### config.mk
export PLATFORM = sky130hd
export DESIGN_NAME = io_regs
export DESIGN_NICKNAME = d
export VERILOG_FILES = /design/src/hw/dmem_pkg.sv /design/src/hw/io_regs.sv
export SDC_FILE = /design/constraint.sdc
export NUM_CORES = 1
export LEC_CHECK = 0
export BUFFER_PORTS_ARGS = -buffer_cell sky130_fd_sc_hd__buf_2
export CORE_MARGIN = 5
export CORE_UTILIZATION = 35
export CTS_CLUSTER_DIAMETER = 80
export DETAILED_ROUTE_END_ITERATION = 10
export PLACE_DENSITY = 0.64
export SKIP_CTS_REPAIR_TIMING = 1
export SYNTH_ARGS = -nofsm -noshare
export SYNTH_HDL_FRONTEND = slang
export SYNTH_SLANG_ARGS = --single-unit
export TNS_END_PERCENT = 100
### constraint.sdc
create_clock -name clk -period 4.1 [get_ports clk]
set_clock_uncertainty 0.05 [all_clocks]
set_input_delay 0.82 -clock clk [delete_from_list [all_inputs] [get_ports clk]]
set_output_delay 0.82 -clock clk [all_outputs]
set_load 0.005 [all_outputs]
### src/hw/dmem_pkg.sv
// operation and cause enums, io fsm states, memory map and size constants
`default_nettype none

package dmem_pkg;

    localparam int DATA_W  = 32;                 // data path width
    localparam int BYTE_W  = 4;                  // byte enables per word
    localparam int RAM_WORDS = 4096;             // ram depth in words
    localparam int RAM_AW  = 12;                 // ram word address width
    localparam logic [31:0] IO_BASE = 32'h8000_0000;
    localparam int IO_REGS = 4;                  // scratch registers in io block

    localparam int REGION_BIT   = 31;            // set selects the io region
    localparam int OP_STORE_BIT = 3;
    localparam int OP_SIGN_BIT  = 2;

    localparam logic [1:0] SIZE_WORD = 2'b00;
    localparam logic [1:0] SIZE_HALF = 2'b01;
    localparam logic [1:0] SIZE_BYTE = 2'b11;

    // bit 3 store, bit 2 sign extend, bits 1:0 size
    typedef enum logic [3:0] {
        OP_LW  = 4'd0,
        OP_LHU = 4'd1,
        OP_LBU = 4'd3,
        OP_LH  = 4'd5,
        OP_LB  = 4'd7,
        OP_SW  = 4'd8,
        OP_SH  = 4'd9,
        OP_SB  = 4'd11
    } mem_op_e;

    typedef enum logic [4:0] {
        EXC_NONE = 5'd0,
        EXC_DBE  = 5'd7                          // data bus error
    } exc_cause_e;

    typedef enum logic {
        IO_IDLE,                                 // first cycle of an access
        IO_WAIT                                  // completing cycle
    } io_state_e;

endpackage

`default_nettype wire

### src/hw/io_regs.sv
// io scratch registers with byte enables, one wait cycle and unmapped flag
`timescale 1ns/1ps
`default_nettype none

module io_regs
    import dmem_pkg::*;
(
    input  logic              clk,
    input  logic              resetn,
    input  logic              en,
    input  logic              we,
    input  logic [BYTE_W-1:0] byteen,
    input  logic [31:0]       addr,
    input  logic [DATA_W-1:0] wdata,
    output logic [DATA_W-1:0] rdata,          // valid the cycle after completion
    output logic              wait_req,
    output logic              error           // unmapped address this cycle
);

    localparam int IDX_W = $clog2(IO_REGS);

    io_state_e         state;
    logic              mapped;
    logic [IDX_W-1:0]  idx;
    logic              done;
    logic [DATA_W-1:0] regs [IO_REGS];

    assign mapped   = (addr[31:IDX_W+2] == IO_BASE[31:IDX_W+2]);
    assign idx      = addr[IDX_W+1:2];
    assign wait_req = en & (state == IO_IDLE);     // first cycle always waits
    assign done     = en & (state == IO_WAIT);
    assign error    = en & ~mapped;

    always_ff @(posedge clk or negedge resetn)
    begin
        if (!resetn)
            state <= IO_IDLE;
        else if (wait_req)
            state <= IO_WAIT;
        else if (done)
            state <= IO_IDLE;                     // next access waits again
    end

    always_ff @(posedge clk or negedge resetn)
    begin
        if (!resetn)
        begin
            for (int r = 0; r < IO_REGS; r++)
                regs[r] <= '0;
        end
        else if (done && we && mapped)            // unmapped stores dropped
        begin
            for (int i = 0; i < BYTE_W; i++)
            begin
                if (byteen[i])
                    regs[idx][i*8 +: 8] <= wdata[i*8 +: 8];
            end
        end
    end

    always_ff @(posedge clk)
    begin
        if (done)
            rdata <= mapped ? regs[idx] : '0;     // unmapped loads return zero
    end

endmodule

`default_nettype wire

After elaboration in Yosys (flattened, before gate mapping)
Cells that the tools add are included.

storage, ports and cells
  input port bits = 72
  register bits = 161
  logic and storage cells = 43
  output and inout bits = 34

cells by class
  equal/unequal tests = 1
  mux-type cells = 24
  reduce and logical (&&, ||, !) cells = 4
  bitwise logic cells = 6
  $lt $le $gt $ge = 2

operator list
  cell                  number
  $mux 128              7
  $bwmux 128            4
  $demux 32 s2          4
  $mux 32               3
  $bmux 32 s2           1
  $eq 28x28->1 const B  1
  $mux 24               1
  $mux 16               1
  $mux 8                1
  $and 1x1->1           3
  $ge 3x3->1 const B    1
  $logic_and 1x1->1     3
  $lt 3x1->1 const B    1
  $not 2->3             1
  $mux 1                2
  $not 1->1             2
  $reduce_bool 2->1     1

Depth between registers and ports, before layout
  word-level depth = 16
  gate-level depth with buffers = 6
  gate-level depth less buffers = 4

Least setup slack after synthesis
No wires, ideal clock.

  path kind = input-to-reg
  start point = input en
  end point = register regs[80] (netlist name)
  library setup time = 125 ps
  data required time = 3,925 ps
  cell stages on the path = 5
  slack = 452 ps
  data arrival time = 3,473 ps
  cells stage by stage = and2_1 > clkbuf_1 > nand3b_1 > nor4_2 > mux2_2

between the ends
  longest elaborated chain between the ends = 3

RTL lines
  element                          line           text
  start, declared                  io_regs.sv:10  input logic en,
  $and 1x1->1                      io_regs.sv:31  assign done = en & (state == IO_WAIT);
  $logic_and 1x1->1 (2 in series)  io_regs.sv:51  else if (done && we && mapped)
  end signal, assigned by index    io_regs.sv:56  regs[idx][i*8 +: 8] <= wdata[i*8 +: 8];
  end, declared                    io_regs.sv:26  logic [DATA_W-1:0] regs [IO_REGS];

No other way between the ends.
A chain may end at the register's enable or synchronous reset.

Worst setup path in the final report
  start point = input addr[20]
  end point = output error

between the ends
  longest elaborated chain between the ends = 3

RTL lines
  element          line           text
  start, declared  io_regs.sv:13  input logic [31:0] addr,
  $eq 28x28->1     io_regs.sv:28  assign mapped = (addr[31:IDX_W+2] == IO_BASE[31:IDX_W+2]);
  $not 1->1        io_regs.sv:32  assign error = en & ~mapped;
  $and 1x1->1      io_regs.sv:32
  end, declared    io_regs.sv:17  output logic error

No other way between the ends.

==> results.md <==
- DR vias/cell: slightly below 5
- Top cells by count, synth: 129 x dfrtp_1, 128 x mux2_2, 33 x nor2b_1
- Startpoint type of the worst setup path: primary input
- Min Tclk post-route: roughly 3.2 ns
- Worst EP arrival: approximately 2.3 ns
- Clk pwr share: 0.435
- Final ANT Viol Nets: 0
- Slowest stage cell, crit path: or2_2
- WHS Endpoint: state
- Buffers on Ports: just over 100
- Min-Delay Path Depth: 1
- Max Cap Viol: 0
- DRC Markers: 0
- Total wire length: between 15000 and 20000 um
- Die Ht: about 150 um
- Average cell area after synthesis: 17.36 um^2
- Clk Latency, worst-skew pair: between 0.4 and 0.5 ns
- HP Class: flop to flop
- Count leader, synth: dfrtp_1
- Slew Limit Fails: 0
- Relative slew slack: 0.2643
- Critical path type: primary input to output pin
- Hold Startpoint: state
- Clock transition at path regs: roughly 0.06 ns
- Synth area leader: dfrtp_1
- Crit share post-route: 0.7705
- Number of global-route vias before repair: approximately 4.5k
- CTS sink count: between 150 and 200
- CTS Root Cell: clkbuf_16
- Maximum clock frequency: 316.6 MHz
- Die width: approximately 150 um
- Share of cells above drive strength 1: 0.5981
- I/O Pins: 106
- CTS tree: built
- Crit-path most repeated cell: buf_2
- CTS H-tree depth: 4
- Design Power: between 0.003 and 0.004 W
- CP max FO: 17
- Initial DRT Pass Iterations: 4
- Crit-path cells: buf_2 -> nor4_1 -> nand3_1 -> buf_4 -> or2_2 -> and2_1 -> buf_2
- Syn Nets: around 480
- Largest cells by area after synthesis: dfrtp_1 46%, mux2_2 20%, edfxtp_1 14%
- Largest stage delay on the critical path: approximately 0.36 ns
- Synthesized area: roughly 0.0070 mm^2
- Post-route worst setup slack: roughly 0.94 ns
- Initial antenna violation count: 3
- Layout area overhead: 20.84%
- Largest net degree at the start of global routing: 90
- Die ar.: roughly 0.023 mm^2
- Dpl hpwl: between 10000 and 15000 um
- Reg-to-reg slack, setup: around 1.6 ns
- Post-synthesis sequential area ratio: 0.5942
- Synthesized instance count: between 400 and 500
- First-pass GRT wire length: 25100 um
- RR Startpoint: state
- Status: completed
- Initial detailed-routing violation count: 212
- Internal power: 0.002736 W
- Max VDD drop: approximately 0.23 mV
- Final Hold Vio Count: 0
- Number of CTS-inserted buffers: 17
- Netlist cell types: 22
- Vias: 3971
- DP Worst Slack: between 0.9 and 1 ns
- Seq pwr share: 0.495
- Critical path data required time: between 3 and 4 ns
- Wire per inst: about 19 um
- Placed insts: approximately 800
- Share of flip-flops with an asynchronous set or reset: 0.8012
- Synth Warn #: 0
- Setup crit end kind: output pin
- Worst-Margin Slew: about 1.1 ns
- Crit path from: addr[20]
- Initial Utilization: 0.3518
- Power Dens Cells: 411.1 mW/mm^2
- Synth top area share: 0.4579
- Post-synth EDFFs: 32
- FF+latch count, synth: ~160
- Final #Nets: 599
- Sw Pwr: roughly 0.00077 W
- Final Non-Filler Cells: ~800
- Overall routing resource usage: 0.1397
- P_leak: between 3 and 4 nW
- Synth Flop Type: dfrtp_1
- # rows: 52
- Sw Ratio: 0.2186
- Ant diodes: 0
- Clock Tree Buf Depth: 2
- Setup TNS Final: 0 ns
- R2R Path End: regs[124]
- Unrepaired setup endpoints after global routing: false
- Final setup viols: 0
- Comb pwr share: 0.070
- Grt ovf: 0
- Reg2reg path depth: 4
- Core area: 0.02004 mm^2
- Routability congestion estimate: about 0.70
power groups by stage:
stage,combinational [W],sequential (W),clock [W]
after detailed placement,0.000255,0.00176,0
after global placement,0.000247,0.00176,0
after global routing,0.000276,0.00174,0.00163
after CTS,0.000256,0.00173,0.00156
final,0.000246,0.00173,0.00152
after floorplan,0.0000783,0.00177,0
area by class of cell:
type / count / area (um^2)
Clock buffer: 28 / 528.0
Timing Repair Buffer: 117 / 623.1
Fill cell: 1848 / 11520
Tap cell: 270 / 337.8
Clock inverter: 4 / 47.55
Multi-Input combinational cell: 230 / 2793
Sequential cell: 161 / 4189
layer usage:
layer  vias up  GRT usage  wire length, um
met5         -          0               33
met4         6    0.05651              312
li1       1784          -                -
met2        87     0.2295             7830
met3        31    0.03896              706
met1      2063     0.1753             6463
stage by stage:
step	hold WS (ns)	cell area (um^2)	utilization
floorplan	0.4031	7049	-
global placement	0.4187	7943	0.3964
detailed placement	0.4338	7943	0.3964
CTS	0.4463	8518	0.4251
global route	0.4596	8518	0.4251
finish	0.4393	8518	0.4251
layout by cell type (no fill, tap or decap), drive strengths merged:
master / n
and2: 2
buf: 117
bufinv: 1
clkbuf: 28
clkinv: 2
clkinvlp: 1
dfrtp: 129
edfxtp: 32
mux2: 128
mux4: 32
nand2: 4
nand3: 2
nand3b: 2
nand4: 1
nor2b: 33
nor4: 22
nor4b: 1
or2: 1
or3b: 1
xor2: 1
critical path, delay by kind of cell:
kind	cells	cell delay, ns
and+or+nand+nor	4	0.98
buffers and inverters	3	0.48
how the worst max path moves through the flow:
stage	endpoint	cells after the start
5_1_grt	error	7
2_1_floorplan	regs[80]	5
4_1_cts	error	7
6_report	error	7
3_5_place_dp	error	7
3_3_place_gp	error	7
state kept, by name (all words and copies together) (netlist names):
signal / count
rdata: 32
regs: 128
state: 1
cell families (layout without fill, tap and decap cells):
group                  after synthesis  in the layout  share of synthesized area
multiplexers                       160            160                     0.3067
buffers and inverters               15            149                   0.009763
flip-flops                         161            161                     0.5942
AND/OR/NAND/NOR                     69             69                    0.08804
XOR/XNOR                             1              1                   0.001243
Note: power is estimated with default switching activity, not from simulation.
