$ cat src/hw/dmem_pkg.sv
// operation and cause enums, io fsm states, memory map and size constants
`default_nettype none

package dmem_pkg;

    localparam int DATA_W  = 32;                 // data path width
    localparam int BYTE_W  = 4;                  // byte enables per word
    localparam int RAM_WORDS = 4096;             // ram depth in words
    localparam int RAM_AW  = 12;                 // ram word address width
    localparam logic [31:0] IO_BASE = 32'h8000_0000;
    localparam int IO_REGS = 4;                  // scratch registers in io block

    localparam int REGION_BIT   = 31;            // set selects the io region
    localparam int OP_STORE_BIT = 3;
    localparam int OP_SIGN_BIT  = 2;

    localparam logic [1:0] SIZE_WORD = 2'b00;
    localparam logic [1:0] SIZE_HALF = 2'b01;
    localparam logic [1:0] SIZE_BYTE = 2'b11;

    // bit 3 store, bit 2 sign extend, bits 1:0 size
    typedef enum logic [3:0] {
        OP_LW  = 4'd0,
        OP_LHU = 4'd1,
        OP_LBU = 4'd3,
        OP_LH  = 4'd5,
        OP_LB  = 4'd7,
        OP_SW  = 4'd8,
        OP_SH  = 4'd9,
        OP_SB  = 4'd11
    } mem_op_e;

    typedef enum logic [4:0] {
        EXC_NONE = 5'd0,
        EXC_DBE  = 5'd7                          // data bus error
    } exc_cause_e;

    typedef enum logic {
        IO_IDLE,                                 // first cycle of an access
        IO_WAIT                                  // completing cycle
    } io_state_e;

endpackage

`default_nettype wire

$ cat src/hw/store_align.sv
// store data alignment into big-endian byte lanes with byte enables
`timescale 1ns/1ps
`default_nettype none

module store_align
    import dmem_pkg::*;
(
    input  logic [DATA_W-1:0] write_data,    // item in the low bits
    input  logic [1:0]        offset,        // byte offset within the word
    input  logic [1:0]        size,
    output logic [BYTE_W-1:0] byteen,
    output logic [DATA_W-1:0] wdata_out
);

    logic [4:0] lane_shift;                   // bit distance of byte lane from lsb

    assign lane_shift = {~offset, 3'b000};   // offset 0 lands in lane 3

    always_comb
    begin
        case (size)
            SIZE_BYTE:
            begin
                byteen    = 4'b0001 << ~offset;
                wdata_out = {24'b0, write_data[7:0]} << lane_shift;
            end
            SIZE_HALF:
            begin
                if (offset[1])                 // lower half
                begin
                    byteen    = 4'b0011;
                    wdata_out = {16'b0, write_data[15:0]};
                end
                else                           // upper half
                begin
                    byteen    = 4'b1100;
                    wdata_out = {write_data[15:0], 16'b0};
                end
            end
            default:                           // word uses all lanes
            begin
                byteen    = 4'b1111;
                wdata_out = write_data;
            end
        endcase
    end

endmodule

`default_nettype wire

$ cat src/hw/load_align.sv
// load data lane select with sign or zero extension
`timescale 1ns/1ps
`default_nettype none

module load_align
    import dmem_pkg::*;
(
    input  logic [DATA_W-1:0] rdata,         // word as returned by the bus
    input  logic [1:0]        offset,
    input  logic [1:0]        size,
    input  logic              sign_ext,
    output logic [DATA_W-1:0] load_result
);

    logic [DATA_W-1:0] shifted;               // addressed lane moved to the bottom
    logic [7:0]        byte_sel;
    logic [15:0]       half_sel;

    // same big-endian rule as the store side
    assign shifted  = rdata >> {~offset, 3'b000};
    assign byte_sel = shifted[7:0];
    assign half_sel = offset[1] ? rdata[15:0] : rdata[31:16];

    always_comb
    begin
        case (size)
            SIZE_BYTE:
                load_result = {{24{sign_ext & byte_sel[7]}}, byte_sel};
            SIZE_HALF:
                load_result = {{16{sign_ext & half_sel[15]}}, half_sel};
            default:
                load_result = rdata;          // word needs no extension
        endcase
    end

endmodule

`default_nettype wire

$ cat src/hw/data_mem.sv
// processor-side memory interface with op decode, offset latch and internal bus drive
`timescale 1ns/1ps
`default_nettype none

module data_mem
    import dmem_pkg::*;
(
    input  logic              clk,
    input  logic              resetn,
    input  logic              en,
    input  mem_op_e           op,
    input  logic [31:0]       d_address,
    input  logic [DATA_W-1:0] d_writedata,
    output logic [DATA_W-1:0] d_loadresult,
    output logic              stalled,
    output exc_cause_e        ecause,
    output logic [31:0]       bus_address,
    output logic [BYTE_W-1:0] bus_byteen,
    output logic              bus_we,
    output logic              bus_en,
    output logic [DATA_W-1:0] bus_writedata,
    input  logic [DATA_W-1:0] bus_readdata,
    input  logic              bus_wait,
    input  exc_cause_e        bus_ecause
);

    logic       is_store;
    logic       is_signed;
    logic [1:0] op_size;
    logic       done;                         // access completes this cycle
    logic [1:0] offset_q;                     // load alignment for the return cycle
    logic [1:0] size_q;
    logic       sign_q;

    assign is_store  = op[OP_STORE_BIT];
    assign is_signed = op[OP_SIGN_BIT];
    assign op_size   = op[1:0];
    assign done      = en & ~bus_wait;

    store_align u_store_align (
        .write_data (d_writedata),
        .offset     (d_address[1:0]),
        .size       (op_size),
        .byteen     (bus_byteen),
        .wdata_out  (bus_writedata)
    );

    // read data arrives one cycle after completion, so align with the latched fields
    always_ff @(posedge clk or negedge resetn)
    begin
        if (!resetn)
        begin
            offset_q <= 2'b00;
            size_q   <= SIZE_WORD;
            sign_q   <= 1'b0;
        end
        else if (done)                        // held while stalled
        begin
            offset_q <= d_address[1:0];
            size_q   <= op_size;
            sign_q   <= is_signed;
        end
    end

    load_align u_load_align (
        .rdata       (bus_readdata),
        .offset      (offset_q),
        .size        (size_q),
        .sign_ext    (sign_q),
        .load_result (d_loadresult)
    );

    assign bus_address = d_address;
    assign bus_we      = is_store;
    assign bus_en      = en;
    assign stalled     = bus_wait;            // only back-pressure to the cpu
    assign ecause      = bus_ecause;

    a_legal_op: assert property (@(posedge clk) disable iff (!resetn)
        en |-> op inside {OP_LW, OP_LHU, OP_LBU, OP_LH, OP_LB, OP_SW, OP_SH, OP_SB})
        else $error("data_mem: illegal op %0d", op);

endmodule

`default_nettype wire

$ cat config.mk
export PLATFORM = sky130hd
export DESIGN_NAME = data_mem
export DESIGN_NICKNAME = d
export VERILOG_FILES = /design/src/hw/dmem_pkg.sv /design/src/hw/store_align.sv /design/src/hw/load_align.sv /design/src/hw/data_mem.sv
export SDC_FILE = /design/constraint.sdc
export NUM_CORES = 1
export LEC_CHECK = 0
export ABC_AREA = 1
export BUFFER_PORTS_ARGS = -buffer_cell sky130_fd_sc_hd__buf_4
export CAP_MARGIN = 20
export CORE_MARGIN = 8
export CORE_UTILIZATION = 34
export CTS_CLUSTER_DIAMETER = 150
export DETAILED_ROUTE_END_ITERATION = 12
export GPL_TIMING_DRIVEN = 0
export PLACE_DENSITY = 0.83
export SETUP_SLACK_MARGIN = 0.2
export SYNTH_ARGS = -nofsm -noshare
export SYNTH_HDL_FRONTEND = slang
export SYNTH_HIERARCHICAL = 1
export SYNTH_SLANG_ARGS = --single-unit
$ cat constraint.sdc
create_clock -name clk -period 1.4 [get_ports clk]
set_input_delay 0 -clock clk [delete_from_list [all_inputs] [get_ports clk]]
set_output_delay 0 -clock clk [all_outputs]
set_load 0.02 [all_outputs]
After elaboration in Yosys (flattened, before gate mapping)
Index checks and enable logic that the tools add are counted.
{ "classes": {"n_eq_ne": 4, "n_shift": 3, "mux": 6, "bitwise_logic": 6} }
{ "op_table": {"columns": ["cell", "count"], "rows": [
  ["$pmux W32 S2", 2],
  ["$mux W32", 1],
  ["$shl A8 B5 Y32", 1],
  ["$shr A32 B5 Y8", 1],
  ["$mux W16", 1],
  ["$pmux W4 S2", 1],
  ["$eq A2 B1 Y1 const B", 2],
  ["$eq A2 B2 Y1 const B", 2],
  ["$mux W4", 1],
  ["$not A2 Y2", 2],
  ["$shl A1 B2 Y4 const A", 1],
  ["$and A1 B1 Y1", 3],
  ["$not A1 Y1", 1]
]} }
{ "word_totals": {"regBits": 5, "inputBits": 109, "out_inout_bits": 108, "word_cells": 22} }

Depth between registers and ports, before layout
Gate-level depths: netlist (run 1).
{ "depth": {"depth_word": 4, "depth_mapped": 9, "mapped_depth_nobuf": 7} }

Cells and area by module
The synthesis (run 1) kept the hierarchy.
{ "by_module_without_submodules": {"columns": ["mod", "instances", "cells_per_inst", "area_per_inst_um2", "seq_area_each_um2"], "rows": [
  ["load_align", 1, 148, 700.7, 0.0],
  ["store_align", 1, 136, 593.1, 0.0],
  ["data_mem", 1, 62, 498.0, 125.1]
]} }

Worst setup path after synthesis (run 1)
No wires, ideal clock.
{ "synth_path": {"path_kind": "register to output", "startpoint": "reg offset_q[1]", "endpoint": "out d_loadresult[10]", "arrival_time_ns": 1.212, "required_ns": 1.400, "setup_slack_ns": 0.188, "stages_incl_launch_ff": 10, "path_buffers": 2, "path_cell_list": "dfrtp_1 > buf_4 > inv_4 > nand2_1 > nand2_2 > nand2_2 > nand2_2 > nand2_4 > buf_6 > nand3_1"} }
{ "synth_between": {"elab_chain_cells": 4, "word_cells_on_any_way": 5, "classes_between": "shift (1); mux (2); bitwise (2)"} }
{ "synth_rtl": {"columns": ["element", "line_no", "source"], "rows": [
  ["start, declared", "data_mem.sv:31", "logic [1:0] offset_q;"],
  ["start signal, assigned", "data_mem.sv:59", "offset_q <= d_address[1:0];"],
  ["$not A2 Y2", "load_align.sv:20", "assign shifted = rdata >> {~offset, 3'b000};"],
  ["$shr A32 B5 Y8", "load_align.sv:20", null],
  ["$and A1 B1 Y1", "load_align.sv:28", "load_result = {{24{sign_ext & byte_sel[7]}}, byte_sel};"],
  ["$pmux W32 S2 *", "load_align.sv:26", "case (size)"],
  ["end, declared", "data_mem.sv:14", "output logic [DATA_W-1:0] d_loadresult,"]
]} }
Every way passes the cells marked *; elsewhere a longest branch is shown, timed or not.

Final worst setup path (run 1)
{ "layout_path": {"startpoint": "reg offset_q[1]", "endpoint": "out d_loadresult[24]"} }
Same word-level chain as after synthesis.

==> results.md, run 1 <==
* Setup WS pre-CTS at -52.8 ps
* Via Count at 3331
* CTS H-tree lvls at 1
* Buffers and inverters on the worst path at 5
* Die height at 88.6 um
* Violated checks: setup timing
* Crit path arrival time at 1630 ps
* Number of hold violations in the final report at 0
* Setup violators final at 32
* Wire length per cell at 19.3 um
* Routability Congestion at 0.906
* CP max-delay cell: dfrtp_1
* Slowest stage delay, CP at 390 ps
* Sink Count at 5
* Commonest non-fill, non-tap cells in the layout: buf_4 (203), nand2_1 (116), nand3_1 (56)
* Total Wirelength at around 12000 um
* Final antenna-violating net count at 0
* Number of global-route vias before repair at 3337
* Initial antenna violation count at 0
* Die Span X at between 80 and 90 um
* Die Area at 7850 um^2
* Clock Path Buffers at 2
* Remaining global-route overflow at 0
* Clock skew at 0 ps
* PnR worst setup slack at -227 ps
* Reg clk slew, reported paths at 40 ps
* Period utilization at 116%
* Largest net degree at the start of global routing at 11
* FILL cells at between 300 and 400
* Vias per cell at 5.35
* Synthesized instance count at 346
* Crit. End Element: output port
* Area Overhead vs Synth at 123%
* Nets at 663
* First-pass GRT wire length at 16000 um
* Post-synthesis sequential area ratio at 6.98%
* Io pins at 217
* Ant diodes at 0
* Yosys Warn Count at 6
* CP max FO at 8
* CP Class: reg -> out
* Most common cell after layout, fill and taps aside: buf_4
* R2R setup slack at 630 ps
* Crit start category: flop
* HPWL after DPL at 7870 um
* Minimum clock period at approximately 1600 ps
* CTS Root Cell: clkbuf_8
* Pre-Repair DR Iteration Count at 5
* Max-cap violations at 0
* Initial Util at 35.1%
* #FFs+latches synth at 5
* Synth Area per Inst at 5.18 um^2
* IO Port Bufs at 180
* Pins over their slew limit at 0
* Post-Syn Nets at around 460
* Starting DRT DRC Count at 236
* Hold crit path type: in -> reg
* Worst skew pair latency at 220 ps
* P per Cell Area at 663 nW/um^2
* Share of cells above drive strength 1 at 59.5%
* Core area at approximately 5100 um^2
* Worst ir drop on vdd at 401 uV
* Most frequent CP cell: buf_6
* CP required at 1400 ps
* Worst path cell trace: buf_6, inv_8, nand2_4, nand2_4, buf_6, nand3_4, buf_6, nand3_2, buf_6
* FMAX at about 610 MHz
* CTS tree: done
* Library cells used by synthesis at 22
* RSZ-0062 raised after global routing: yes
* Worst-margin pin slew at a little over 400 ps
* Top Family by Delay on Critical Path: buffers and inverters
* Leakage at 2.39 nW
* Slew HR at 72.7%
* Final hold slack at roughly 18 ps
* Status: complete, but fails checks
* Mapped cell area at 1790 um^2
* Rows at 26
* DRC viols at 0
* Cts bufs inserted at 3
* GR Util All Layers at around 26%
metal layers:
layer  track usage [%]  vias to the layer above  share of wire, %
li1                  -                     1470                 -
met1              24.3                     1486                31
met2              47.1                      314                49
met3              9.94                       61                15
met4              14.0                        0               4.4
met5                 0                        -                 0
registers in the layout, indices dropped and copies added, names as in the netlist:
signal,flops
sign_q,1
size_q,2
offset_q,2
worst paths after layout:
kind / startpoint / end / cells past startpoint
setup / recovery: offset_q[1]$_DFFE_PN0P_ / d_loadresult[24] / 9
hold / removal: op[2] / sign_q$_DFFE_PN0P_ / 3
setup reg to reg: sign_q$_DFFE_PN0P_ / sign_q$_DFFE_PN0P_ / 2
hold reg to reg: size_q[0]$_DFFE_PN0P_ / size_q[0]$_DFFE_PN0P_ / 2
max in group asynchronous: resetn / size_q[1]$_DFFE_PN0P_ / 2
min in group asynchronous: resetn / sign_q$_DFFE_PN0P_ / 2
worst register-to-register path, cell delays in order, from the launching register on:
cell,delay [ps]
dfrtp_1,480
nand2_1,120
nand2_1,50
where the power goes:
part           internal [mW]  switching, mW  leakage (nW)
clock                  0.195         0.0689        0.0228
combinational           1.00           1.19          2.30
sequential             0.164         0.0321        0.0607
total                   1.36           1.29          2.39
kinds of logic (layout without fill, tap and decap cells):
| family | count (synthesis) | in the layout | synth area share (%) |
|---|---|---|---|
| compound gates | 10 | 10 | 3.70 |
| buf+inv | 84 | 291 | 28.4 |
| flops | 5 | 5 | 6.98 |
| simple gates | 247 | 247 | 60.9 |
cell type report:
type	instances	area, um^2	share of cell area, %
Buffer	54	432	10.8
Clock buffer	4	45.0	1.13
Inverter	30	120	3.00
Multi-Input combinational cell	257	1480	37.0
Sequential cell	5	126	3.16
Tap cell	70	87.6	2.19
Timing Repair Buffer	203	1710	42.8
synthesized netlist by cell type, drive strengths merged:
cell	number	area, um^2
a21boi	5	37.5
a21oi	2	10.0
buf	52	387
clkbuf	2	7.51
clkinv	1	3.75
dfrtp	5	125
inv	29	111
nand2	138	541
nand3	87	445
nand4	1	6.26
nor2	21	98.8
o21ai	3	18.8
through the flow:
stage / cell area [um^2] / util [%] / power [mW] / std cells / TNS, ps
final: 4000 / 78.4 / 2.65 / 623 / -5600
after global routing: 4000 / 78.4 / 2.78 / 623 / -6790
after CTS: 3770 / 73.8 / 2.40 / 621 / -3540
after detailed placement: 3230 / 63.3 / 1.86 / 596 / -252
after global placement: 3230 / 63.3 / 1.85 / 596 / -44.0
after floorplan: 1790 / - / 1.10 / 346 / 0
what timing repair did:
action	4_1_cts	5_1_grt
gates cloned	3	0
buffers inserted	17	2
resized for setup	80	59
setup endpoints to repair	32	32
hold buffers	1	0
hold endpoints to repair	5	0
pin swaps	8	24
No activity file was read; power rests on OpenSTA's default activity.
==> run 2, diff against run 1 <==
- CORE_ASPECT_RATIO: unset -> 0.7
- clock period: 1.4 -> 1.8 ns (I/O delays scaled with it)
==> run 2 against run 1 <==
Net effect:
- the run now ends clean
- cell count down 1.6%
- largest power group unchanged
- sequential share of layout area grew 0.31 points
- first-iteration DRC count is 24% lower
- sequential cell count did not move
- setup slack improved by 390 ps
- design area is 9.1% lower
- non-clock buffer count decreased by 12
- total power fell by 31%
- highest routed layer unchanged
==> results.md, run 2 (synthesis gave the netlist of run 1 again) <==
* Setup violators final at 0
* DRC viols at 0
* Share of cells above drive strength 1 at ~53%
* R2R cell count at 2
* Worst-margin pin slew at between 400 and 500 ps
* Rows at 22
* Clock Path Buffers at 2
* CTS tree: done
* HPWL after DPL at 7720 um
* CP required at 1800 ps
* Nets at 651
* Die Area at about 7900 um^2
* Die Span X at 103 um
* Most frequent CP cell: buf_6
* Leakage at about 2.2 nW
* Ant diodes at 0
* IO Port Bufs at 180
* Worst path cell trace: buf_6, inv_6, nand2_2, nand2_2, buf_6, nand3_4, clkbuf_16, nand3_1, buf_6
* FMAX at between 600 and 700 MHz
* Initial antenna violation count at 0
* Setup TNS at 0 ps
* Biggest regs: offset_q: 2 flops, size_q: 2 flops, sign_q: 1 flops
* Crit start category: flop
* Area Overhead vs Synth at 103%
* Pins over their slew limit at 0
* RR Endpoint: sign_q$_DFFE_PN0P_
* FILL cells at 437
* P per Cell Area at 504 nW/um^2
* Initial Util at around 35%
* Period utilization at ~91%
* Number of hold violations in the final report at 0
* Non-Filler Instances at 613
* Hold crit path type: in -> reg
* Routability Congestion at ~0.85
* GR Util All Layers at around 22%
* Clock skew at 0 ps
* CP Class: reg -> out
* Buffers and inverters on the worst path at 5
* CTS H-tree lvls at 1
* Hold Path Sink: sign_q$_DFFE_PN0P_
* Worst ir drop on vdd at 215 uV
* CP max-delay cell: dfrtp_1
* Slowest stage delay, CP at 390 ps
* Vias per cell at 5.00
* Via Count at ~3000
* Io pins at 217
* Placed Cells at between 500 and 600
* Cts bufs inserted at 3
* Starting DRT DRC Count at between 150 and 200
* Levels on crit path at 9
* Wire length per cell at 16.7 um
* RSZ-0062 raised after global routing: yes
* R2R setup slack at between 1000 and 1500 ps
* Commonest non-fill, non-tap cells in the layout: buf_4 (205), nand2_1 (127), nand3_1 (70)
* Number of global-route vias before repair at 2969
* Total Wirelength at 10300 um
* CTS Root Cell: clkbuf_8
* Hold Crit Start: op[2]
* Slew HR at 69.9%
* Worst R2R Start: sign_q$_DFFE_PN0P_
* First-pass GRT wire length at 14600 um
* Final antenna-violating net count at 0
* Minimum clock period at roughly 1600 ps
* Crit. End Element: output port
* Multi-input gate area at 1260 um^2
* Largest net degree at the start of global routing at 11
* Crit path arrival time at 1640 ps
* Pre-Repair DR Iteration Count at 5
* FF/Latch Area at 126 um^2
* Remaining global-route overflow at 0
* Max-cap violations at 0
* Most common cell after layout, fill and taps aside: buf_4
* Status: finished clean
* CP max FO at 7
* Top Family by Delay on Critical Path: buffers and inverters
* Sink Count at 5
* Hold Path Cell Cnt at 3
* Die height at ~77 um
* Reg clk slew, reported paths at around 40 ps
* Worst skew pair latency at about 220 ps
* Core area at 5170 um^2
-- run 2: changes by cell type in the layout (fill, tap and decap cells not counted), sizes merged --
cell / before / now
clkbuf: 6 / 7
buf: 254 / 241
-- run 2: per-layer routing --
metal	vias to the layer above	global-route usage, %	wire length [um]
met4	0	3.17	197
li1	1451	-	-
met5	-	0	0
met1	1401	25.7	3740
met3	21	7.21	1130
met2	190	39.7	5200
-- run 2: through the flow --
stage / cell area (um^2) / util, % / setup WS (ps) / power (mW) / hold slack, ps
final: 3640 / 70.3 / 160 / 1.83 / 23.0
after CTS: 3400 / 65.8 / 174 / 1.71 / 25.2
after floorplan: 1790 / - / 588 / 0.859 / -296
after global routing: 3640 / 70.3 / 135 / 1.94 / 45.6
after detailed placement: 3230 / 62.5 / 383 / 1.45 / -192
after global placement: 3230 / 62.5 / 390 / 1.43 / -198
-- run 2: how the worst max path moves through the flow --
stage | startpoint | endpoint | slack (ps)
after global routing | offset_q[1]$_DFFE_PN0P_ | d_loadresult[26] | 130
after floorplan | offset_q[1]$_DFFE_PN0P_ | d_loadresult[10] | 590
after detailed placement | offset_q[1]$_DFFE_PN0P_ | d_loadresult[26] | 380
after CTS | offset_q[1]$_DFFE_PN0P_ | d_loadresult[6] | 170
final | offset_q[1]$_DFFE_PN0P_ | d_loadresult[26] | 160
after global placement | offset_q[1]$_DFFE_PN0P_ | d_loadresult[26] | 390
-- run 2: tightest hold or removal path: stages --
cell and delay (ps):
buf_4 80, nand3_1 60, nand2_1 70
-- run 2: where the power goes --
group          internal [mW]  switching [mW]
clock network          0.153          0.0607
logic                  0.673           0.800
registers              0.128          0.0212
-- run 2: area by class of cell --
| cell class | instances | share of cell area, % |
|---|---|---|
| timing repair buffer | 191 | 43.4 |
| clock buffer | 4 | 1.24 |
| buffer | 54 | 11.6 |
| tap | 72 | 2.48 |
| multi-input combinational | 257 | 34.5 |
| sequential | 5 | 3.47 |
| inverter | 30 | 3.23 |
-- run 2: repair_timing --
action	CTS	global route
setup buffers	4	3
resized for setup	16	50
setup endpoints to repair	20	31
cloned	2	1
pin swaps	2	4
hold endpoints to repair	5	0
hold buffers	1	0
