File: src/hw/dmem_pkg.sv
// operation and cause enums, io fsm states, memory map and size constants
`default_nettype none

package dmem_pkg;

    localparam int DATA_W  = 32;                 // data path width
    localparam int BYTE_W  = 4;                  // byte enables per word
    localparam int RAM_WORDS = 4096;             // ram depth in words
    localparam int RAM_AW  = 12;                 // ram word address width
    localparam logic [31:0] IO_BASE = 32'h8000_0000;
    localparam int IO_REGS = 4;                  // scratch registers in io block

    localparam int REGION_BIT   = 31;            // set selects the io region
    localparam int OP_STORE_BIT = 3;
    localparam int OP_SIGN_BIT  = 2;

    localparam logic [1:0] SIZE_WORD = 2'b00;
    localparam logic [1:0] SIZE_HALF = 2'b01;
    localparam logic [1:0] SIZE_BYTE = 2'b11;

    // bit 3 store, bit 2 sign extend, bits 1:0 size
    typedef enum logic [3:0] {
        OP_LW  = 4'd0,
        OP_LHU = 4'd1,
        OP_LBU = 4'd3,
        OP_LH  = 4'd5,
        OP_LB  = 4'd7,
        OP_SW  = 4'd8,
        OP_SH  = 4'd9,
        OP_SB  = 4'd11
    } mem_op_e;

    typedef enum logic [4:0] {
        EXC_NONE = 5'd0,
        EXC_DBE  = 5'd7                          // data bus error
    } exc_cause_e;

    typedef enum logic {
        IO_IDLE,                                 // first cycle of an access
        IO_WAIT                                  // completing cycle
    } io_state_e;

endpackage

`default_nettype wire

File: src/hw/dmem_bus_fabric.sv
// region decode, routing to ram or io block, read data and cause return
`timescale 1ns/1ps
`default_nettype none

module dmem_bus_fabric
    import dmem_pkg::*;
(
    input  logic              clk,
    input  logic              resetn,
    input  logic [31:0]       bus_address,
    input  logic [BYTE_W-1:0] bus_byteen,
    input  logic              bus_we,
    input  logic              bus_en,
    input  logic [DATA_W-1:0] bus_writedata,
    output logic [DATA_W-1:0] bus_readdata,
    output logic              bus_wait,
    output exc_cause_e        bus_ecause,
    output logic              ram_en,
    output logic              ram_we,
    output logic [BYTE_W-1:0] ram_byteen,
    output logic [RAM_AW-1:0] ram_addr,
    output logic [DATA_W-1:0] ram_wdata,
    input  logic [DATA_W-1:0] ram_rdata,
    output logic              io_en,
    output logic              io_we,
    output logic [BYTE_W-1:0] io_byteen,
    output logic [31:0]       io_addr,
    output logic [DATA_W-1:0] io_wdata,
    input  logic [DATA_W-1:0] io_rdata,
    input  logic              io_wait,
    input  logic              io_error
);

    logic io_sel;                             // address in the io region
    logic done;
    logic io_sel_q;                           // source of the returning read data
    logic err_q;

    assign io_sel = bus_address[REGION_BIT];
    assign done   = bus_en & ~bus_wait;

    assign ram_en     = bus_en & ~io_sel;
    assign ram_we     = bus_we;
    assign ram_byteen = bus_byteen;
    assign ram_addr   = bus_address[RAM_AW+1:2];   // byte to word address
    assign ram_wdata  = bus_writedata;

    assign io_en     = bus_en & io_sel;
    assign io_we     = bus_we;
    assign io_byteen = bus_byteen;
    assign io_addr   = bus_address;
    assign io_wdata  = bus_writedata;

    assign bus_wait = io_wait;                // ram never waits

    always_ff @(posedge clk or negedge resetn)
    begin
        if (!resetn)
        begin
            io_sel_q <= 1'b0;
            err_q    <= 1'b0;
        end
        else if (done)
        begin
            io_sel_q <= io_sel;
            err_q    <= io_en & io_error;     // next edge clears it again
        end
        else
            err_q <= 1'b0;
    end

    assign bus_readdata = io_sel_q ? io_rdata : ram_rdata;
    assign bus_ecause   = err_q ? EXC_DBE : EXC_NONE;

    // a waiting access repeats unchanged until it completes
    a_hold_on_wait: assert property (@(posedge clk) disable iff (!resetn)
        bus_en && bus_wait |=> bus_en && $stable(bus_address) && $stable(bus_we)
            && $stable(bus_byteen) && $stable(bus_writedata))
        else $error("dmem_bus_fabric: access changed while waiting");

endmodule

`default_nettype wire

File: config.mk
export PLATFORM = sky130hd
export DESIGN_NAME = dmem_bus_fabric
export DESIGN_NICKNAME = d
export VERILOG_FILES = /design/src/hw/dmem_pkg.sv /design/src/hw/dmem_bus_fabric.sv
export SDC_FILE = /design/constraint.sdc
export NUM_CORES = 1
export LEC_CHECK = 0
export CAP_MARGIN = 5
export CORE_AREA = 2 2 116 118
export DETAILED_ROUTE_END_ITERATION = 16
export DIE_AREA = 0 0 118 120
export DONT_BUFFER_PORTS = 1
export SYNTH_ARGS = -nofsm -noshare
export SYNTH_HDL_FRONTEND = slang
export SYNTH_SLANG_ARGS = --single-unit
File: constraint.sdc
create_clock -name clk -period 2.4 [get_ports clk]
set_clock_uncertainty 0.05 [all_clocks]
set_input_delay 0.24 -clock clk [delete_from_list [all_inputs] [get_ports clk]]
set_output_delay 0.24 -clock clk [all_outputs]
set_load 0.01 [all_outputs]
# Word level (Yosys, flattened, before mapping)

Index checks and enable logic that the tools add are counted.
Widths: inputs -> output; s select.

Mux-type cells: 3
Bitwise gates (word level): 6

Operators with widths:

| cell        | count |
|---|---|
| $mux 32     | 1 |
| $and 1x1->1 | 4 |
| $mux 3      | 1 |
| $not 1->1   | 2 |
| $mux 1      | 1 |

Register bits: 2
Output and inout bits: 158
Word-level logic and storage cells: 11

# Longest topological paths before layout

Gate-level depths: netlist (run 1).

Depth after elaboration: 3
Mapped depth: 3

# Least setup slack after synthesis (run 1)

Ideal clock, no wire load.

Path kind: register to output
Start point: register io_sel_q
End point: output bus_readdata[0]
Arrival time: 0.937 ns
Setup slack: 1.173 ns
Stages on the path, launching flop included: 4
Cells stage by stage: dfrtp_1 > buf_6 > buf_12 > mux2_4

Longest elaborated chain between the ends: 1

RTL lines:

| element                | RTL line              | RTL |
|---|---|---|
| start, declared        | dmem_bus_fabric.sv:36 | `logic io_sel_q;` |
| start signal, assigned | dmem_bus_fabric.sv:65 | `io_sel_q <= io_sel;` |
| $mux 32                | dmem_bus_fabric.sv:72 | `assign bus_readdata = io_sel_q ? io_rdata : ram_rdata;` |
| end, declared          | dmem_bus_fabric.sv:15 | `output logic [DATA_W-1:0] bus_readdata,` |

Every way passes these cells.

# Worst setup path in the final report (run 1)

Start point: register io_sel_q
End point: output bus_readdata[4]

Same word-level chain as after synthesis.

==> results.ini, run 1 <==
[run_status]
outcome = complete, no violations

[synth]
avgSynthCellArea_sq_um = 9.29
synth_seq_cells = 2
syn-instance-count = 168
yosysWarnings = 0
yosys.area.top_type = buf_4
synth.distinct_cells = 10
yosys_most_used_dff = dfrtp_1
yosysMostFrequentCell = buf_4
synth_edf_count = 0
syn_area_sq_um = 1560
synth.top_cell.area_share_pct = 59.6
ys_seq_area_share_pct = 3.21
async_flop_share_pct = 100
netlist_top_cells_area = buf_4, mux2_4, buf_12, dfrtp_1, mux2_2
ys_top_cells_by_count = buf_4, mux2_4, mux2_2

[drt]
route.detailed.wl_per_inst_um = 16.1
drt_iter0_markers = 7
dr_total_vias = 519
drtPass1Iterations = 2
viasPerCell = 2.33
drc_errors = 0
wl_um = 3590
drtAntennaViolNets = 0

[layout]
area_delta_synth_final_pct = -42.8
drive_gt1_share_pct = 80.9
utilization_pct = 6.88
multiInputGateArea_sq_um = 513
nets = 186
fill_cells = 1523
diodes = 0
seqCellArea_sq_um = 51.3

[clocking]
htree_levels = 1
cts_num_sinks = 2
cts_tree = built
clockRootBuffer = clkbuf_16
cts_resized = 0
clk_pin_slew_ns = 0.03
cts_setup_buffers = 0
cts_hold_buffers = 1
cts_buffer_depth = 2
cts_buffers = 3
insertion_delay_ns = 0.22

[floorplanning]
rows = 42
die_h_um = 120
die_w_um = 118
start_util_pct = 12.0
core_sq_um = 13000
dieArea_sq_um = 14200
ios = 296

[global_routing]
antenna_found_initial = 0
grt_start_max_net_pins = 21
overflow = 0
grt_pass1_vias = 609
grt_util_all_layers_pct = 4.52
grt_pass1_wl_um = 4440

[timing]
rsz0062_at_grt = no
finalCriticalPeriod_ns = 1.79
fin_crit_sh_pct = 74.6
final_hold_viol_count = 0
fin_setup_tns_ns = 0
holdWs_ns = 0.121
setup_viol = 0
fmax_mhz = 559
drv_slew = 0

[placement]
gp_congestion = 0.620
dp_hpwl_um = 3300
io_buffers = 0

[setup_path]
worstPathCellList = buf_12 > mux2_4
path_class = flop to output port
cp.required_ns = 2.11
critPathMaxFanout = 20
cpMaxStageDelayCell = dfrtp_2
cp-end-kind = output port
crit_arrival_ns = 1.50
max_stage_delay_ns = 0.64
start_kind = flop

[run]
cap_viol_max_count = 0

[worst_hold_path]
min-delay-path-class = input port to flop

[power_and_ir_drop]
p_leak_nw = 0.348
ir_drop_v = 0.000417
p_per_area_nw_per_um2 = 623

[metal layers]
layer  GRT usage (%)  share of wire [%]  vias up  wire length [um]
li1                -                  -      164                 -
met1            4.19                 31      217              1100
met2            7.12                 48      126              1720
met3            3.90                 20       12               729
met4            1.88                1.3        0                46
met5               0                  0        -                 0
[registers in the layout, summed over array words and instances (netlist names)]
| name | cells |
|---|---|
| io_sel_q | 1 |
| err_q | 1 |
[power by group]
| group | switching [mW] | leakage (nW) | internal [mW] |
|---|---|---|---|
| clock | 0.0392 | 0.0382 | 0.219 |
| combinational | 0.110 | 0.285 | 0.130 |
| sequential | 0.0207 | 0.0244 | 0.0371 |
[per-stage QoR]
| step | total power [mW] | std cells | worst slack [ns] | instance area [sq um] |
|---|---|---|---|---|
| after floorplan | 0.493 | 169 | 1.17 | 1570 |
| after global placement | 0.307 | 218 | 0.805 | 805 |
| after detailed placement | 0.308 | 218 | 0.795 | 805 |
| after CTS | 0.574 | 223 | 0.559 | 893 |
| after global routing | 0.585 | 223 | 0.517 | 893 |
| final | 0.556 | 223 | 0.610 | 893 |
[final cells by class]
type	instances	area share (%)
tap	176	24.6
timing repair buffer	2	3.36
multi-input combinational	39	57.4
sequential	2	5.74
clock buffer	4	8.82
[critical path, delay by kind of cell (launching register included)]
| family | cells | cell delay, ns |
|---|---|---|
| flops | 1 | 0.64 |
| mux | 1 | 0.35 |
| buf+inv | 1 | 0.25 |
[logic make-up (layout without fill, tap and decap cells)]
kind of cell,count (synthesis),after routing,share of synthesized area (%)
buffers and inverters,128,6,64.2
other,1,2,0.240
and+or+nand+nor,4,4,1.60
muxes,33,33,30.8
DFF,2,2,3.21
[cell usage in the layout, fill, tap and decap left out, drive strengths merged]
cell type and count:
clkbuf 4, dlygate4sd3 1, mux2 33, and3 1, and2 1, nor2b 2
dfrtp 2, conb 2, buf 1
[final timing paths]
path	from	to	slack, ns	cells past startpoint
max in group asynchronous	resetn	io_sel_q	1.97	1
worst min-delay path	bus_address[31]	io_sel_q	0.12	1
worst min register to register	io_sel_q	io_sel_q	1.06	2
worst max register to register	io_sel_q	io_sel_q	1.14	2
min in group asynchronous	resetn	io_sel_q	0.20	1
worst max-delay path	io_sel_q	bus_readdata[4]	0.61	2
Note: power is estimated with default switching activity, not from simulation.
==> run 2, diff against run 1 <==
==> constraint.sdc (replaced) <==
create_clock -name clk -period 1.63 [get_ports clk]
set_clock_uncertainty 0.05 [all_clocks]
set_input_delay 0.163 -clock clk [delete_from_list [all_inputs] [get_ports clk]]
set_output_delay 0.163 -clock clk [all_outputs]
set_load 0.01 [all_outputs]
==> run 2 against run 1 <==
Against the previous run:
- final area increased by 0.84%
- setup slack got worse by 0.47 ns
- sequential share of layout area about the same
- routed wire length decreased by 0.64%
- sequential power increased by 16%
- sequential cell count unchanged
- first-iteration DRC count decreased by 43%
- non-clock buffer count increased by 1
- global-route usage about the same
- power increased by 49%
- combinational power increased by 57%
==> results.ini, run 2 (synthesis results as in run 1) <==
[run_status]
outcome = complete, no violations

[global_routing]
grt_pass1_wl_um = 4420
overflow = 0
grt_start_max_net_pins = 21
antenna_found_initial = 0
grt_pass1_vias = 594
grt_util_all_layers_pct = 4.55

[setup_path]
crit_arrival_ns = 1.27
worstPathCellList = buf_4 > mux2_4
cpMaxStageDelayCell = dfrtp_2
path_class = flop to output port
max_stage_delay_ns = 0.44
crit_buf_inv = 1
start_kind = flop
crit_family = flip-flops
cp.required_ns = 1.42
critPathMaxFanout = 10
cp-end-kind = output port

[placement]
io_buffers = 0
gp_congestion = 0.620
dp_hpwl_um = 3320
dp_cells = 219

[floorplanning]
rows = 42
dieArea_sq_um = 14200
ios = 296
die_h_um = 120
die_w_um = 118
core_sq_um = 13000
start_util_pct = 12.0

[clocking]
insertion_delay_ns = 0.22
cts_buffer_depth = 2
cts_tree = built
cts_buffers = 3
clockRootBuffer = clkbuf_16
cts_resized = 0
htree_levels = 1
cts_hold_buffers = 1
clk_pin_slew_ns = 0.03
cts_setup_buffers = 0
cts_num_sinks = 2

[power_and_ir_drop]
p_leak_nw = 0.353
netSwitchingFraction_pct = 30.7
p_switching_uw = 254
power.share.sequential_pct = 8.1
ir_drop_v = 0.000593
p_comb_share_pct = 45.6
intPower_uw = 573
clockPowerShare_pct = 46.3
p_per_area_nw_per_um2 = 918

[drt]
drtAntennaViolNets = 0
drc_errors = 0
drt_iter0_markers = 4
drtPass1Iterations = 3
dr_total_vias = 514
wl_um = 3570
viasPerCell = 2.29
route.detailed.wl_per_inst_um = 15.9

[layout]
layout.cells.non_filler = 224
drive_gt1_share_pct = 81.3
multiInputGateArea_sq_um = 513
fill_cells = 1520
diodes = 0
final_cell_mix = mux2_4, mux2_2, clkbuf_16, nor2b_1, conb_1
mostFrequentLayoutCell = mux2_4
nets = 187
reg_top3 = err_q x1, io_sel_q x1
area_delta_synth_final_pct = -42.3
seqCellArea_sq_um = 51.3

[run]
cap_viol_max_count = 0

[timing]
setup_viol = 0
finalCriticalPeriod_ns = 1.49
rsz0062_at_grt = no
final_hold_viol_count = 0
fmax_mhz = 673
fin_setup_tns_ns = 0
drv_slew = 0
fin_crit_sh_pct = 91.2

[worst_hold_path]
min-delay-path-class = input port to flop

[run 2: power groups by stage]
| stage | registers [mW] | logic (mW) | clock network (mW) |
|---|---|---|---|
| floorplan | 0.0567 | 0.669 | 0 |
| global placement | 0.0685 | 0.388 | 0 |
| detailed placement | 0.0695 | 0.389 | 0 |
| CTS | 0.0689 | 0.392 | 0.394 |
| global route | 0.0695 | 0.402 | 0.401 |
| finish | 0.0669 | 0.377 | 0.383 |
[run 2: final cells by class]
cell class	instances	area share, %
well taps	176	24.4
repair buffers	3	4.17
multi-input cells	39	56.9
clock buffers	4	8.75
flip-flops and latches	2	5.69
[run 2: worst paths after layout]
kind | start | end | slack, ns | cells after the start
worst max-delay path | io_sel_q | bus_readdata[16] | 0.14 | 2
worst min-delay path | bus_address[31] | io_sel_q | 0.04 | 1
worst max register to register | io_sel_q | io_sel_q | 0.55 | 2
worst min register to register | io_sel_q | io_sel_q | 0.81 | 2
max in group asynchronous | resetn | io_sel_q | 1.27 | 1
min in group asynchronous | resetn | io_sel_q | 0.12 | 1
[run 2: metal layers]
layer,GRT usage [%],up-vias,part of all wire [%]
li1,-,166,-
met1,4.13,207,30
met2,7.09,125,47
met3,3.85,16,21
met4,2.41,0,2.4
met5,0,-,0
[run 2: through the flow]
step,power [mW],setup slack (ns),instance area (sq um),hold WS [ns],util (%)
2_1_floorplan,0.726,0.480,1570,-0.183,-
3_3_place_gp,0.456,0.365,812,-0.183,6.26
3_5_place_dp,0.458,0.340,812,-0.183,6.26
4_1_cts,0.855,0.104,901,0.0389,6.94
5_1_grt,0.872,0.0729,901,0.0478,6.94
6_report,0.827,0.144,901,0.0422,6.94
==> run 3, diff against run 2 <==
--- a/config.mk
+++ b/config.mk
@@ -5,11 +5,11 @@
 export SDC_FILE = /design/constraint.sdc
 export NUM_CORES = 1
 export LEC_CHECK = 0
+export BUFFER_PORTS_ARGS = -buffer_cell sky130_fd_sc_hd__buf_2
 export CAP_MARGIN = 5
-export CORE_AREA = 2 2 116 118
+export CORE_AREA = 2 2 115 117
 export DETAILED_ROUTE_END_ITERATION = 16
-export DIE_AREA = 0 0 118 120
-export DONT_BUFFER_PORTS = 1
+export DIE_AREA = 0 0 117 119
 export SYNTH_ARGS = -nofsm -noshare
 export SYNTH_HDL_FRONTEND = slang
 export SYNTH_SLANG_ARGS = --single-unit
==> run 3 against run 2 <==
Against the previous run:
- combinational power up 36%
- core utilization is 4.2 points higher
- cell count grew 48%
- via count rose by 69%
- sequential share of layout area is 2.1 points lower
- final area up 59%
- clock-buffer cell count is the same
- setup slack got worse by 0.076 ns
- routed wire length decreased by 26%
- critical path type unchanged
- highest routed layer unchanged
==> results.ini, run 3 (synthesis results as in run 1) <==
[clocking]
cts_buffer_depth = 2
clockRootBuffer = clkbuf_16
clk_pin_slew_ns = 0.03
insertion_delay_ns = 0.22
htree_levels = 1
cts_setup_buffers = 0
cts_num_sinks = 2
cts_tree = built
cts_buffers = 3

[power_and_ir_drop]
p_per_area_nw_per_um2 = 662
netSwitchingFraction_pct = 27.5
power.share.sequential_pct = 6.2
p_leak_nw = 0.779
ir_drop_v = 0.000580
intPower_uw = 688
p_comb_share_pct = 53.8
clockPowerShare_pct = 40.0
power_uw = 950
p_switching_uw = 262

[global_routing]
overflow = 0
grtUsageMet1_pct = 1.98
antenna_found_initial = 0
busiest_layer = met2
gr-usage-met2_pct = 4.59
grt_start_max_net_pins = 34
grt_util_all_layers_pct = 2.73
grtUsageMet3_pct = 2.70
grt_pass1_wl_um = 2970
grt_pass1_vias = 686

[floorplanning]
die_h_um = 119
ios = 296
die_w_um = 117
start_util_pct = 12.1
rows = 42
dieArea_sq_um = 13900
core_sq_um = 12900

[run]
cap_viol_max_count = 0

[setup_path]
cp-end-kind = output port
worstPathCellList = buf_12 > mux2_2 > buf_2
cp.required_ns = 1.42
start_kind = flop
path_class = flop to output port
max_stage_delay_ns = 0.36
crit_arrival_ns = 1.35
cpMaxStageDelayCell = dfrtp_2
critPathMaxFanout = 33

[run_status]
outcome = complete, no violations

[drt]
viasPerCell = 2.62
dr_total_vias = 868
route.detailed.wl_per_inst_um = 7.95
drtAntennaViolNets = 0
drtPass1Iterations = 4
drc_errors = 0
wl_um = 2630
drt_iter0_markers = 8

[layout]
reg_top3 = err_q x1, io_sel_q x1
fill_cells = 1477
nets = 294
mostFrequentLayoutCell = buf_2
area_delta_synth_final_pct = -8.17
diodes = 0
final_cell_mix = buf_2, mux2_4, mux2_2, clkbuf_16
drive_gt1_share_pct = 94.2

[timing]
setup_viol = 0
finalCriticalPeriod_ns = 1.56
rsz0062_at_grt = no
fin_setup_tns_ns = 0
final_hold_viol_count = 0
fin_crit_sh_pct = 95.8
drv_slew = 0
fmax_mhz = 640
timing.final.ws_setup_ns = 0.0679

[placement]
gp_congestion = 0.503
io_buffers = 108
post-place-ws_ns = 0.295

[worst_hold_path]
min-delay-path-class = input port to flop

-- run 3: cell types whose count changed in the layout (fill, tap and decap cells not counted) --
cell and change:
buf_2 +108, buf_4 -1
-- run 3: power by group through the flow --
stage                     registers [mW]  logic, mW  clock network, mW
after floorplan                   0.0567      0.669                  0
after global placement            0.0594      0.515                  0
after detailed placement          0.0597      0.517                  0
after CTS                         0.0591      0.520              0.385
after global routing              0.0592      0.559              0.394
final                             0.0588      0.511              0.380
-- run 3: layer usage --
metal  up-vias  share of wire, %
met5         -                 0
met4         0               1.9
met3        10                25
met2       128                42
met1       350                31
li1        380                 -
-- run 3: through the flow --
step	std cells	hold WS, ns	util, %	area, sq um
after global routing	331	0.158	11.1	1430
after global placement	326	-0.0969	10.4	1350
final	331	0.140	11.1	1430
after CTS	331	0.141	11.1	1430
after floorplan	169	-0.183	-	1570
after detailed placement	326	-0.0964	10.4	1350
-- run 3: cell type report --
class	count	area (sq um)	share of cell area (%)
clock buffers	4	78.8	5.50
well taps	176	220	15.4
repair buffers	110	571	39.8
multi-input cells	39	513	35.8
flip-flops and latches	2	51.3	3.58
-- run 3: path summary, 6_finish.rpt --
| check | start | to | slack [ns] | cells after the start |
|---|---|---|---|---|
| worst max-delay path | io_sel_q | bus_readdata[29] | 0.07 | 3 |
| worst max register to register | io_sel_q | io_sel_q | 0.60 | 2 |
| worst min-delay path | io_error | err_q | 0.14 | 2 |
| min in group asynchronous | resetn | io_sel_q | 0.21 | 2 |
| max in group asynchronous | resetn | io_sel_q | 1.22 | 2 |
| worst min register to register | io_sel_q | io_sel_q | 0.77 | 2 |
-- run 3: worst max-delay path, delay by kind of cell, from the launching register on --
family | cells | cell delay [ns]
mux | 1 | 0.36
buf+inv | 2 | 0.37
flops | 1 | 0.36
-- run 3: what timing repair did --
action                     in CTS  in global routing
setup endpoints to repair       0                  0
hold buffers                    1                  0
hold endpoints to repair        2                  0
resized for setup               0                  0
